==> config.mk <==
export PLATFORM = sky130hd
export DESIGN_NAME = mpmc_ack_route
export DESIGN_NICKNAME = d
export VERILOG_FILES = /design/src/design/mpmc_pkg.sv /design/src/design/mpmc_ack_route.sv
export SDC_FILE = /design/constraint.sdc
export NUM_CORES = 1
export LEC_CHECK = 0
export BUFFER_PORTS_ARGS = -buffer_cell sky130_fd_sc_hd__clkbuf_2
export CORE_UTILIZATION = 30
export CTS_CLUSTER_SIZE = 30
export DETAILED_ROUTE_END_ITERATION = 10
export PLACE_DENSITY = 0.53
export REMOVE_ABC_BUFFERS = 1
export SLEW_MARGIN = 20
export SYNTH_ARGS = -nofsm -noshare
export SYNTH_HDL_FRONTEND = slang
export SYNTH_SLANG_ARGS = --single-unit
export TNS_END_PERCENT = 50
==> constraint.sdc <==
create_clock -name clk -period 1.1 [get_ports clk]
set_clock_uncertainty 0.15 [all_clocks]
set_input_delay 0.165 -clock clk [delete_from_list [all_inputs] [get_ports clk]]
set_output_delay 0.165 -clock clk [all_outputs]
set_load 0.005 [all_outputs]
==> src/design/mpmc_pkg.sv <==
`default_nettype none

// ==================================================
// Shared widths, types and defaults
// ==================================================

package mpmc_pkg;

	// Default word address width in bits
	parameter int ADDR_W = 8;

	// Default data word width in bits
	parameter int DATA_W = 32;

	// Default number of Wishbone slave ports
	parameter int NUM_PORTS = 4;

	// Width of a port index, derived from the port count
	parameter int CH_W = (NUM_PORTS > 1) ? $clog2(NUM_PORTS) : 1;

	// A word address into the shared memory
	typedef logic [ADDR_W-1:0] addr_t;

	// One data word as seen on the Wishbone data buses
	typedef logic [DATA_W-1:0] data_t;

	// Index of a Wishbone port
	typedef logic [CH_W-1:0] ch_t;

	// ==================================================
	// Sequencer states
	// ==================================================

	// IDLE waits for a grant and lets the capture stage follow the arbiter
	// ACCESS enables the memory for exactly one cycle
	// MEM_WAIT covers the read latency of the memory
	// DONE signals completion to the acknowledge router
	// RECOVER gives the master a cycle to drop its strobe
	typedef enum logic [2:0] {
		IDLE     = 3'd0,
		ACCESS   = 3'd1,
		MEM_WAIT = 3'd2,
		DONE     = 3'd3,
		RECOVER  = 3'd4
	} seq_state_t;

endpackage

`default_nettype wire

==> src/design/mpmc_ack_route.sv <==
`default_nettype none

// Acknowledge router
// Turns the completion pulse into the ack of the granted port and hands
// that port its read data; every other port keeps its last read word

module mpmc_ack_route #(
	parameter int NUM_PORTS = mpmc_pkg::NUM_PORTS
) (
	input wire clk,
	input wire rst_n,
	input wire done,
	input wire mpmc_pkg::ch_t ch,
	input wire mpmc_pkg::data_t mem_q,
	output logic wb_ack [NUM_PORTS],
	output mpmc_pkg::data_t wb_dat_r [NUM_PORTS]
);

	// One-cycle ack, only the port that ch points at can see it
	always_ff @(posedge clk or negedge rst_n) begin
		if (!rst_n) begin
			for (int p = 0; p < NUM_PORTS; p++) begin
				wb_ack[p] <= 1'b0;
			end
		end else begin
			for (int p = 0; p < NUM_PORTS; p++) begin
				wb_ack[p] <= done && (int'(ch) == p);
			end
		end
	end

	// Read data register per port, loaded alongside its ack
	always_ff @(posedge clk) begin
		for (int p = 0; p < NUM_PORTS; p++) begin
			if (done && int'(ch) == p) begin
				wb_dat_r[p] <= mem_q;
			end
		end
	end

endmodule

`default_nettype wire

==> impl_metrics.py <==
metrics = {
    "sta": {
        "maxSlewHeadroom_pct": 86.1,
        "fmax_mhz": 795,
        "hold_slack_ns": 0.0569,
        "rsz0062_at_grt": "true",
        "setup_viol": 132,
        "min_period_over_period_pct": 114,
        "tightest_slew_ns": 0.209,
        "hold_violations": 0,
        "maxSlewViolCount": 0,
        "setup_slack_ns": -0.158,
        "fin_crit_ns": 1.26,
    },
    "synth": {
        "synth.area.top_cells": "edfxtp_1 97%, dfrtp_1 2.5%, and3b_1 0.44%, nor3b_2 0.31%, and3_2 0.19%",
        "synth-seq-cells": 132,
        "synth_top_area_share_pct": 96.5,
        "avgSynthCellArea_um2": 29.3,
        "synth_top_area_cell": "edfxtp_1",
        "synth.cell_area_mm2": 0.00398,
        "synthCells": 136,
        "ys_types": 5,
        "synth-warning-count": 0,
        "yosysSeqAreaShare_pct": 99.1,
    },
    "clocking": {
        "cts_tree": "built",
        "htreeDepth": 4,
        "clock_path_buffers": 2,
        "cts_root_buf": "clkbuf_16",
        "clock_sinks": 132,
        "cts_buffers": 17,
        "path_clk_slew_ns": 0.06,
    },
    "floorplanning": {
        "die_w_um": 117,
        "rows": 41,
        "core_area_mm2": 0.0128,
        "die_area_mm2": 0.0137,
        "start_util_pct": 31.2,
        "dieHeight_um": 117,
        "pin_count": 169,
    },
    "cells_and_area": {
        "fin_util_pct": 47.4,
        "final_area_mm2": 0.00606,
        "nets": 401,
        "area_delta_synth_final_pct": 52.1,
        "fill_cells": 1075,
        "diodes": 0,
        "drive_above_1_share_pct": 55.2,
    },
    "worst_setup_path": {
        "path_delay_family": "flip-flops",
        "slowest_delay_ns": 0.40,
        "path_max_fanout": 1,
        "cp-end-kind": "output port",
        "crit_buf_inv": 1,
        "cp-start-kind": "register",
        "crit_type": "reg -> out",
        "required_ns": 0.78,
        "path_cells": "clkbuf_2",
        "slowest_stage": "edfxtp_1",
        "cp_data_arrival_time_ns": 0.94,
    },
    "place": {
        "place_hpwl_um": 5840,
        "place.gp.congestion": 0.723,
        "placed_area_mm2": 0.00515,
        "numPortBuffers": 168,
    },
    "hold_path": {
        "hp-class": "in -> reg",
        "worstHoldEndpoint": "wb_ack[3]",
        "hold_start": "ch[0]",
        "whs_path_depth": 3,
    },
    "grt": {
        "antenna_found_initial": 0,
        "overflow": 0,
        "grt_use_total_pct": 13.2,
        "grt_max_degree": 34,
        "grt_pass1_wl_um": 12500,
        "grt_pass1_vias": 2207,
    },
    "power": {
        "ir_drop_uv": 836,
        "leakage_nw": 2.42,
        "power_density_mw_per_mm2": 1940,
    },
    "detailed_routing": {
        "vias": 2243,
        "wl_um": 8770,
        "drc": 0,
        "routed_via_density": 4.09,
        "drt_iter0_markers": 126,
        "post_drt_wl_per_cell_um": 16.0,
        "firstDrtPassIters": 4,
        "drtAntennaViolNets": 0,
    },
    "run": {
        "drv_cap": 0,
    },
    "status": {
        "violations": "negative setup slack",
        "status": "finished, violations left",
    },
}
==> state kept, by name (all words and copies together), names as in the netlist <==
name      flops
wb_dat_r    128
wb_ack        4
==> kinds of logic after synthesis <==
| family | share of synthesized area [%] |
|---|---|
| and+or+nand+nor | 0.943 |
| DFF | 99.1 |
==> metal layers <==
metal / GRT usage, % / vias to the layer above / wire length (um)
met5: 0 / - / 0
met4: 6.75 / 0 / 162
met3: 4.69 / 12 / 619
met2: 21.4 / 109 / 4390
met1: 15.5 / 1106 / 3610
li1: - / 1016 / -
==> report_power, final <==
part	total (mW)	leakage [nW]	switching, mW	internal, mW
sequential	5.85	1.23	0.0678	5.78
clock	5.32	0.275	2.00	3.32
combinational	0.589	0.915	0.293	0.296
==> final cells by class <==
| cell class | count | area, um2 | share of cell area, % |
|---|---|---|---|
| flip-flops and latches | 132 | 3940 | 65.1 |
| repair buffers | 209 | 1280 | 21.2 |
| clock buffers | 18 | 429 | 7.09 |
| well taps | 172 | 215 | 3.55 |
| clock inverters | 14 | 138 | 2.27 |
| multi-input cells | 4 | 46.3 | 0.764 |
==> stage by stage <==
stage / setup TNS, ns / total power [mW] / worst slack, ns / std cells
final: -13.01 / 11.8 / -0.158 / 549
after global routing: -18.81 / 12.1 / -0.187 / 549
after CTS: -15.98 / 11.9 / -0.161 / 549
after detailed placement: -16.66 / 6.46 / -0.175 / 483
after global placement: -14.85 / 6.46 / -0.149 / 483
after floorplan: -68.98 / 6.03 / -0.967 / 136
==> cell usage in the layout (no fill, tap or decap) <==
cell type and instances:
clkinv_1 2, buf_4 3, clkbuf_2 165, inv_6 1, clkbuf_16 17, and3_2 1, nor3b_4 1, and3b_2 2
bufinv_16 2, buf_12 4, clkinv_4 3, clkinv_2 4, clkbuf_1 1, dfrtp_1 4, buf_2 3, edfxtp_1 128
dlygate4sd3_1 34, clkinvlp_4 2
==> worst max-delay path by stage <==
stage | from | to | slack [ns] | depth (start not counted)
after floorplan | ch[1] | wb_dat_r[100] | -0.97 | 1
after CTS | wb_dat_r[2] | wb_dat_r[2] | -0.16 | 1
after global routing | wb_dat_r[81] | wb_dat_r[81] | -0.19 | 1
after detailed placement | ch[1] | wb_dat_r[120] | -0.17 | 3
after global placement | ch[1] | wb_dat_r[120] | -0.15 | 3
final | wb_dat_r[2] | wb_dat_r[2] | -0.16 | 1
==> Yosys cell counts <==
library cell	n
and3b_1	2
edfxtp_1	128
dfrtp_1	4
and3_2	1
nor3b_2	1
==> timing repair <==
action / in CTS / in global routing
gates resized for setup: 0 / 3
setup buffers: 0 / 0
endpoints found under the setup margin: 132 / 132
hold endpoints to repair: 132 / 0
hold buffers: 34 / 0
pin swaps: 0 / 0
Power figures use the tool's default switching activity.
