[src/design/mpmc_pkg.sv]
`default_nettype none

// ==================================================
// Shared widths, types and defaults
// ==================================================

package mpmc_pkg;

	// Default word address width in bits
	parameter int ADDR_W = 8;

	// Default data word width in bits
	parameter int DATA_W = 32;

	// Default number of Wishbone slave ports
	parameter int NUM_PORTS = 4;

	// Width of a port index, derived from the port count
	parameter int CH_W = (NUM_PORTS > 1) ? $clog2(NUM_PORTS) : 1;

	// A word address into the shared memory
	typedef logic [ADDR_W-1:0] addr_t;

	// One data word as seen on the Wishbone data buses
	typedef logic [DATA_W-1:0] data_t;

	// Index of a Wishbone port
	typedef logic [CH_W-1:0] ch_t;

	// ==================================================
	// Sequencer states
	// ==================================================

	// IDLE waits for a grant and lets the capture stage follow the arbiter
	// ACCESS enables the memory for exactly one cycle
	// MEM_WAIT covers the read latency of the memory
	// DONE signals completion to the acknowledge router
	// RECOVER gives the master a cycle to drop its strobe
	typedef enum logic [2:0] {
		IDLE     = 3'd0,
		ACCESS   = 3'd1,
		MEM_WAIT = 3'd2,
		DONE     = 3'd3,
		RECOVER  = 3'd4
	} seq_state_t;

endpackage

`default_nettype wire

[src/design/mpmc_req_capture.sv]
`default_nettype none

// Request capture stage
// While the sequencer idles, the fields of the port selected by ch are
// copied every cycle, so the cycle after the grant holds the granted request
// Once the sequencer leaves IDLE the fields freeze for the whole access

module mpmc_req_capture #(
	parameter int NUM_PORTS = mpmc_pkg::NUM_PORTS
) (
	input wire clk,
	input wire rst_n,
	input wire mpmc_pkg::seq_state_t state,
	input wire mpmc_pkg::ch_t ch,
	input wire wb_we [NUM_PORTS],
	input wire mpmc_pkg::addr_t wb_adr [NUM_PORTS],
	input wire mpmc_pkg::data_t wb_dat_w [NUM_PORTS],
	output logic req_we,
	output mpmc_pkg::addr_t req_adr,
	output mpmc_pkg::data_t req_dat
);

	// ==================================================
	// Write flag
	// ==================================================

	// The write flag follows the port that ch points at while idle
	always_ff @(posedge clk or negedge rst_n) begin
		if (!rst_n) begin
			req_we <= 1'b0;
		end else if (state == mpmc_pkg::IDLE) begin
			req_we <= wb_we[ch];
		end
	end

	// ==================================================
	// Address and write data
	// ==================================================

	// Payload registers follow the same enable as the write flag
	// Their value only matters once req_we and mem_en qualify them
	always_ff @(posedge clk) begin
		if (state == mpmc_pkg::IDLE) begin
			req_adr <= wb_adr[ch];
			req_dat <= wb_dat_w[ch];
		end
	end

endmodule

`default_nettype wire

[config.mk]
export PLATFORM = sky130hd
export DESIGN_NAME = mpmc_req_capture
export DESIGN_NICKNAME = d
export VERILOG_FILES = /design/src/design/mpmc_pkg.sv /design/src/design/mpmc_req_capture.sv
export SDC_FILE = /design/constraint.sdc
export NUM_CORES = 1
export LEC_CHECK = 0
export BUFFER_PORTS_ARGS = -buffer_cell sky130_fd_sc_hd__buf_2
export CAP_MARGIN = 20
export CELL_PAD_IN_SITES_DETAIL_PLACEMENT = 0
export CELL_PAD_IN_SITES_GLOBAL_PLACEMENT = 1
export CORE_UTILIZATION = 29
export DETAILED_ROUTE_END_ITERATION = 7
export GPL_ROUTABILITY_DRIVEN = 0
export PLACE_DENSITY = 0.82
export SLEW_MARGIN = 20
export SYNTH_ARGS = -nofsm -noshare
export SYNTH_HDL_FRONTEND = slang
export SYNTH_SLANG_ARGS = --single-unit
[constraint.sdc]
create_clock -name clk -period 1.3 [get_ports clk]
set_input_delay 0.065 -clock clk [delete_from_list [all_inputs] [get_ports clk]]
set_output_delay 0.065 -clock clk [all_outputs]
set_load 0.01 [all_outputs]
==> reports/summary.txt, run 1 <==
initial antenna violation count - 0
Post-synth EDFFs - 40
Syn Area/Cell - 23.7 µm²
total power - 3520 µW
Buf/Inv on CP - 2
Reg power frac - 0.447
ANT cells - 0
Peak Freq - 1010 MHz
vias per inst - 4.73
DP Wirelength - 6240 µm
Initial Util - 0.304
Placement Setup Slack - -15.7 ps
hold_ws - 117 ps
skew final - 0 ps
die area - 8050 µm²
row cnt - 31
Global Route Usage Sum - 0.185
via count - 1,960
Post-CTS Resized - 0
slew at the pin with the worst max-slew slack - 213 ps
synth warn - 0
crit path cell chain - buf_2 > buf_4 > mux4_2
Pint - 2780 µW
Worst EP required - 1330 ps
Pre-antenna DRT Iters - 4
Port Buffers - 211
HP Class - in2async
Mapped Cells - 94
htree depth - 2
clock tree from TritonCTS - built
final worst path period share - 0.760
worst-skew pair later-pin latency - 290 ps
die height - 89.7 µm
Routed Antenna Nets - 0
Final Worst Setup Slack - 312 ps
Worst setup SP type - input port
Clock power frac - 0.346
Yosys top cell by area - edfxtp_1
Post-synth top cells - mux4_2, edfxtp_1, buf_2, buf_4
grt total ovfl - 0
first-pass GRT wire length - 11,100 µm
dpl cells - 405
most common cell in the netlist - mux4_2
Psw - 739 µW
post-route cell area - 3640 µm²
clock root buffer - clkbuf_8
Seq/Total Area, Yosys - 0.550
Distinct cells, synth - 9
Gate power share - 0.207
Post-synth ARST share - 0.0244
Cell Count, Final, Fillers Out - 414
Worst path max stage delay - 530 ps
outcome - completed
type of the worst setup path - in2reg
FF+latch count, synth - 41
Main synth FF type - edfxtp_1
core area - 7330 µm²
largest net degree at the start of global routing - 21
kind of end point of the critical path - flop
VDD IR max - 0.490 mV
endpoints failing setup - 0
Num CTS Buffers - 5
leakage - 0.00162 µW
Final Max Slew Viols - 0
drt wl/cell - 17.6 µm
DRC viols - 0
synth top area cells - edfxtp_1, mux4_2, buf_4
critical path arrival - 1020 ps
syn_nets - 265
PD cells - 969 nW/µm²
worst relative slew slack - 0.858
RSZ-0062 raised after global routing - no
Area Overhead vs Synth - 63.0%
filler cell count - 658
fraction of layout cells with a size suffix above 1 - 0.867
Layout Nets - 485
max_cap viols - 0
post-synthesis cell area - 2230 µm²
final hold viol count - 0
post-route minimum period - 988 ps
total setup buffers inserted after CTS - 0
Starting DRT DRC Count - 37
CP top delay family - multiplexers
clock sinks - 41
Bufs on Longest Clock Path - 2
Crit Path Max Fanout - 11
Die W - 89.7 µm
Top Ports - 212
Clock transition at path regs - 90 ps
total wire length - 7310 µm
vias in the first global route - 2,046
CP max stage cell - mux4_2
Sw Share - 0.210
DP Area - 3490 µm²
share of the synthesized area in the top cell type - 0.538
==> path summary, 6_finish.rpt <==
| kind | end | startpoint | depth (start not counted) | slack (ps) |
|---|---|---|---|---|
| worst max-delay path | req_dat[30]$_DFFE_PN_ | ch[0] | 3 | 310 |
| worst min-delay path | req_we$_DFFE_PN0N_ | rst_n | 2 | 120 |
| worst max register to register | req_we$_DFFE_PN0N_ | req_we$_DFFE_PN0N_ | 1 | 540 |
| worst min register to register | req_we$_DFFE_PN0N_ | req_we$_DFFE_PN0N_ | 1 | 530 |
| max in group asynchronous | req_we$_DFFE_PN0N_ | rst_n | 2 | 1100 |
| min in group clk | req_dat[9]$_DFFE_PN_ | wb_dat_w[105] | 2 | 160 |
==> logic make-up after synthesis <==
family        synth area share
mux                      0.419
simple gates           0.00224
buf+inv                 0.0292
flops                    0.550
==> through the flow <==
step,TNS (ps),utilization
2_1_floorplan,-9550,-
3_3_place_gp,0,0.477
3_5_place_dp,-39.1,0.477
4_1_cts,0,0.496
5_1_grt,0,0.496
6_report,0,0.496
==> placed cells by master (no fill, tap or decap) <==
| cell | netlist | final |
|---|---|---|
| edfxtp_1 | 40 | 40 |
| nor3_4 | 0 | 1 |
| clkinv_2 | 0 | 1 |
| dfrtp_1 | 1 | 1 |
| mux4_2 | 41 | 41 |
| clkbuf_8 | 0 | 5 |
| mux2_4 | 0 | 1 |
| buf_4 | 4 | 7 |
| dlygate4sd3_1 | 0 | 1 |
| buf_2 | 4 | 211 |
| buf_12 | 0 | 4 |
| bufinv_16 | 0 | 2 |
==> final cells by class <==
type                    instances  area [µm²]  area share
multi-input cells              43         955       0.262
repair buffers                223        1200       0.330
flip-flops and latches         41        1230       0.337
well taps                      99         124      0.0341
clock inverters                 3        65.1      0.0179
clock buffers                   5        68.8      0.0189
==> registers in the layout, summed over array words and instances (netlist names) <==
signal   count
req_adr      8
req_we       1
req_dat     32
==> power by group through the flow <==
stage	clock, µW	sequential, µW	combinational [µW]
final	1220	1570	730
after global routing	1300	1580	788
after CTS	1240	1570	742
after detailed placement	0	1600	737
after global placement	0	1600	716
after floorplan	0	1650	307
==> per-layer routing <==
layer / global-route usage / routed length [µm] / vias up
met4: 0.0505 / 111 / 0
met2: 0.340 / 4080 / 101
met5: 0 / 0 / -
met1: 0.208 / 2640 / 972
li1: - / - / 877
met3: 0.0541 / 477 / 10
==> repair_timing <==
item	4_1_cts	5_1_grt
endpoints found under the setup margin	0	0
endpoints found under the hold margin	1	0
hold buffers	1	0
Power figures use the tool's default switching activity.
==> run 2, diff against run 1 <==
- CORE_UTILIZATION: 29 -> 27
- PLACE_DENSITY: 0.82 -> 0.77
- clock period: 1.3 -> 1 ns (I/O delays scaled with it)
==> reports/summary.txt, run 2 (synthesis gave the netlist of run 1 again) <==
outcome - completed
Pint - 3630 µW (+30%)
drt wl/cell - 17.5 µm (-0.88%)
Worst setup SP type - input port
ANT cells - 0 (unchanged)
register bank with the most flops - req_dat
most frequent cells in the layout - buf_2, mux4_2, edfxtp_1
die height - 92.9 µm (+3.6%)
largest registers - req_dat x32, req_adr x8, req_we x1
clock tree from TritonCTS - built
DP Area - 3520 µm² (+0.82%)
Global Route Usage Sum - 0.170 (-0.0156)
row cnt - 32 (+3.2%)
skew final - 0 ps (unchanged)
total wire length - 7290 µm (-0.16%)
Pre-antenna DRT Iters - 4 (unchanged)
register area - 1230 µm² (unchanged)
r2r startpoint - req_we$_DFFE_PN0N_
die area - 8630 µm² (+7.2%)
Starting DRT DRC Count - 50 (+35%)
Worst Reg-to-Reg Cells - 1 (unchanged)
Peak Freq - 1030 MHz
endpoints failing setup - 0 (unchanged)
CP endpoint - req_we$_DFFE_PN0N_
max_cap viols - 0 (unchanged)
most common cell after layout, fill and taps aside - buf_2
core area - 7850 µm² (+7.0%)
Crit Path Max Fanout - 5 (-6)
flop2flop setup slack - 220 ps (-320 ps)
fraction of layout cells with a size suffix above 1 - 0.867 (unchanged)
Area Overhead vs Synth - 64.5%
Worst EP required - 1180 ps (-150 ps)
largest net degree at the start of global routing - 24 (+14%)
Final Max Slew Viols - 0 (unchanged)
CP max stage cell - mux4_2
slew at the pin with the worst max-slew slack - 192 ps (-20.6 ps)
Initial Util - 0.284 (-0.0200)
grt total ovfl - 0 (unchanged)
max reg flops - 32 (unchanged)
Die W - 92.9 µm (+3.6%)
vias per inst - 4.72 (-0.36%)
first-pass GRT wire length - 10,800 µm (-2.7%)
VDD IR max - 0.587 mV (+20%)
vias in the first global route - 2,113 (+3.3%)
Worst path max stage delay - 490 ps (-40 ps)
Sw Share - 0.212 (+0.00259)
RSZ-0062 raised after global routing - no
final hold viol count - 0 (unchanged)
Num CTS Buffers - 5 (unchanged)
DP Wirelength - 6220 µm (-0.25%)
Clock power frac - 0.345 (about the same)
reg2reg end - req_we$_DFFE_PN0N_
critical path arrival - 1150 ps (+130 ps)
leakage - 0.00163 µW (+0.61%)
via count - 1,967 (+0.36%)
footprint of the multi-input gates - 955 µm² (unchanged)
Gate power share - 0.211 (+0.004)
HP Class - in2async
filler cell count - 724 (+10%)
Routed Antenna Nets - 0 (unchanged)
hold_ws - 90.9 ps (-26.4 ps)
kind of end point of the critical path - flop
DRC viols - 0 (unchanged)
clock sinks - 41 (unchanged)
worst relative slew slack - 0.872 (+0.0133)
worst-skew pair later-pin latency - 290 ps (about the same)
Bufs on Longest Clock Path - 2 (unchanged)
Reg power frac - 0.444 (-0.003)
clock root buffer - clkbuf_8
Port Buffers - 211 (unchanged)
initial antenna violation count - 0 (unchanged)
Clock transition at path regs - 80 ps (about the same)
htree depth - 2 (unchanged)
final worst path period share - 0.967
Top Ports - 212 (unchanged)
post-route cell area - 3670 µm² (+0.89%)
post-route minimum period - 967 ps
Final Util - 0.468 (-0.0285)
Layout Nets - 485 (unchanged)
Psw - 979 µW (+32%)
Crit. Startpoint - ch[0]
total setup buffers inserted after CTS - 0 (unchanged)
crit path cell chain - buf_2 > buf_4 > mux4_2 > mux2_4
PD cells - 1260 nW/µm² (+30%)
type of the worst setup path - in2reg
run 2: worst max-delay path: cells and delay by family:
kind	cells	cell delay [ps]
buffers and inverters	2	340
muxes	2	760
run 2: power groups by stage:
stage               combinational (µW)  clock, µW  sequential (µW)
floorplan                          430          0             2140
global placement                   945          0             2080
finish                             971       1590             2050
global route                      1050       1720             2050
detailed placement                 977          0             2090
CTS                                984       1620             2050
run 2: per-layer routing:
metal  GRT usage  wire, µm  share of wire  up-vias
met4      0.0474       125          0.017        0
met1       0.180      2350           0.32      959
met5           0         0              0        -
met2       0.324      4180           0.57      119
li1            -         -              -      877
met3      0.0468       642          0.088       12
run 2: worst min path at each step:
stage | startpoint | to
5_1_grt | rst_n | req_we$_DFFE_PN0N_
3_5_place_dp | rst_n | req_we$_DFFE_PN0N_
6_report | rst_n | req_we$_DFFE_PN0N_
2_1_floorplan | rst_n | req_we$_DFFE_PN0N_
4_1_cts | rst_n | req_we$_DFFE_PN0N_
3_3_place_gp | rst_n | req_we$_DFFE_PN0N_
run 2: what timing repair did:
action | CTS | global route
hold buffers | 1 | 0
endpoints found under the setup margin | 0 | 10
resized for setup | 0 | 1
hold endpoints to repair | 1 | 0
run 2: layout make-up:
class,count,area share
Clock inverter,3,0.0177
Clock buffer,5,0.0188
Sequential cell,41,0.334
Multi-Input combinational cell,43,0.260
Tap cell,102,0.0348
Timing Repair Buffer,223,0.334
run 2: metrics by stage:
step / TNS [ps] / total power (µW) / setup WS, ps / cells
4_1_cts: 0 / 4650 / 10.3 / 417
3_5_place_dp: -10280 / 3060 / -310 / 408
5_1_grt: 0 / 4820 / 17.1 / 417
3_3_place_gp: -8990 / 3030 / -269 / 408
2_1_floorplan: -22870 / 2570 / -587 / 94
6_report: 0 / 4610 / 32.8 / 417
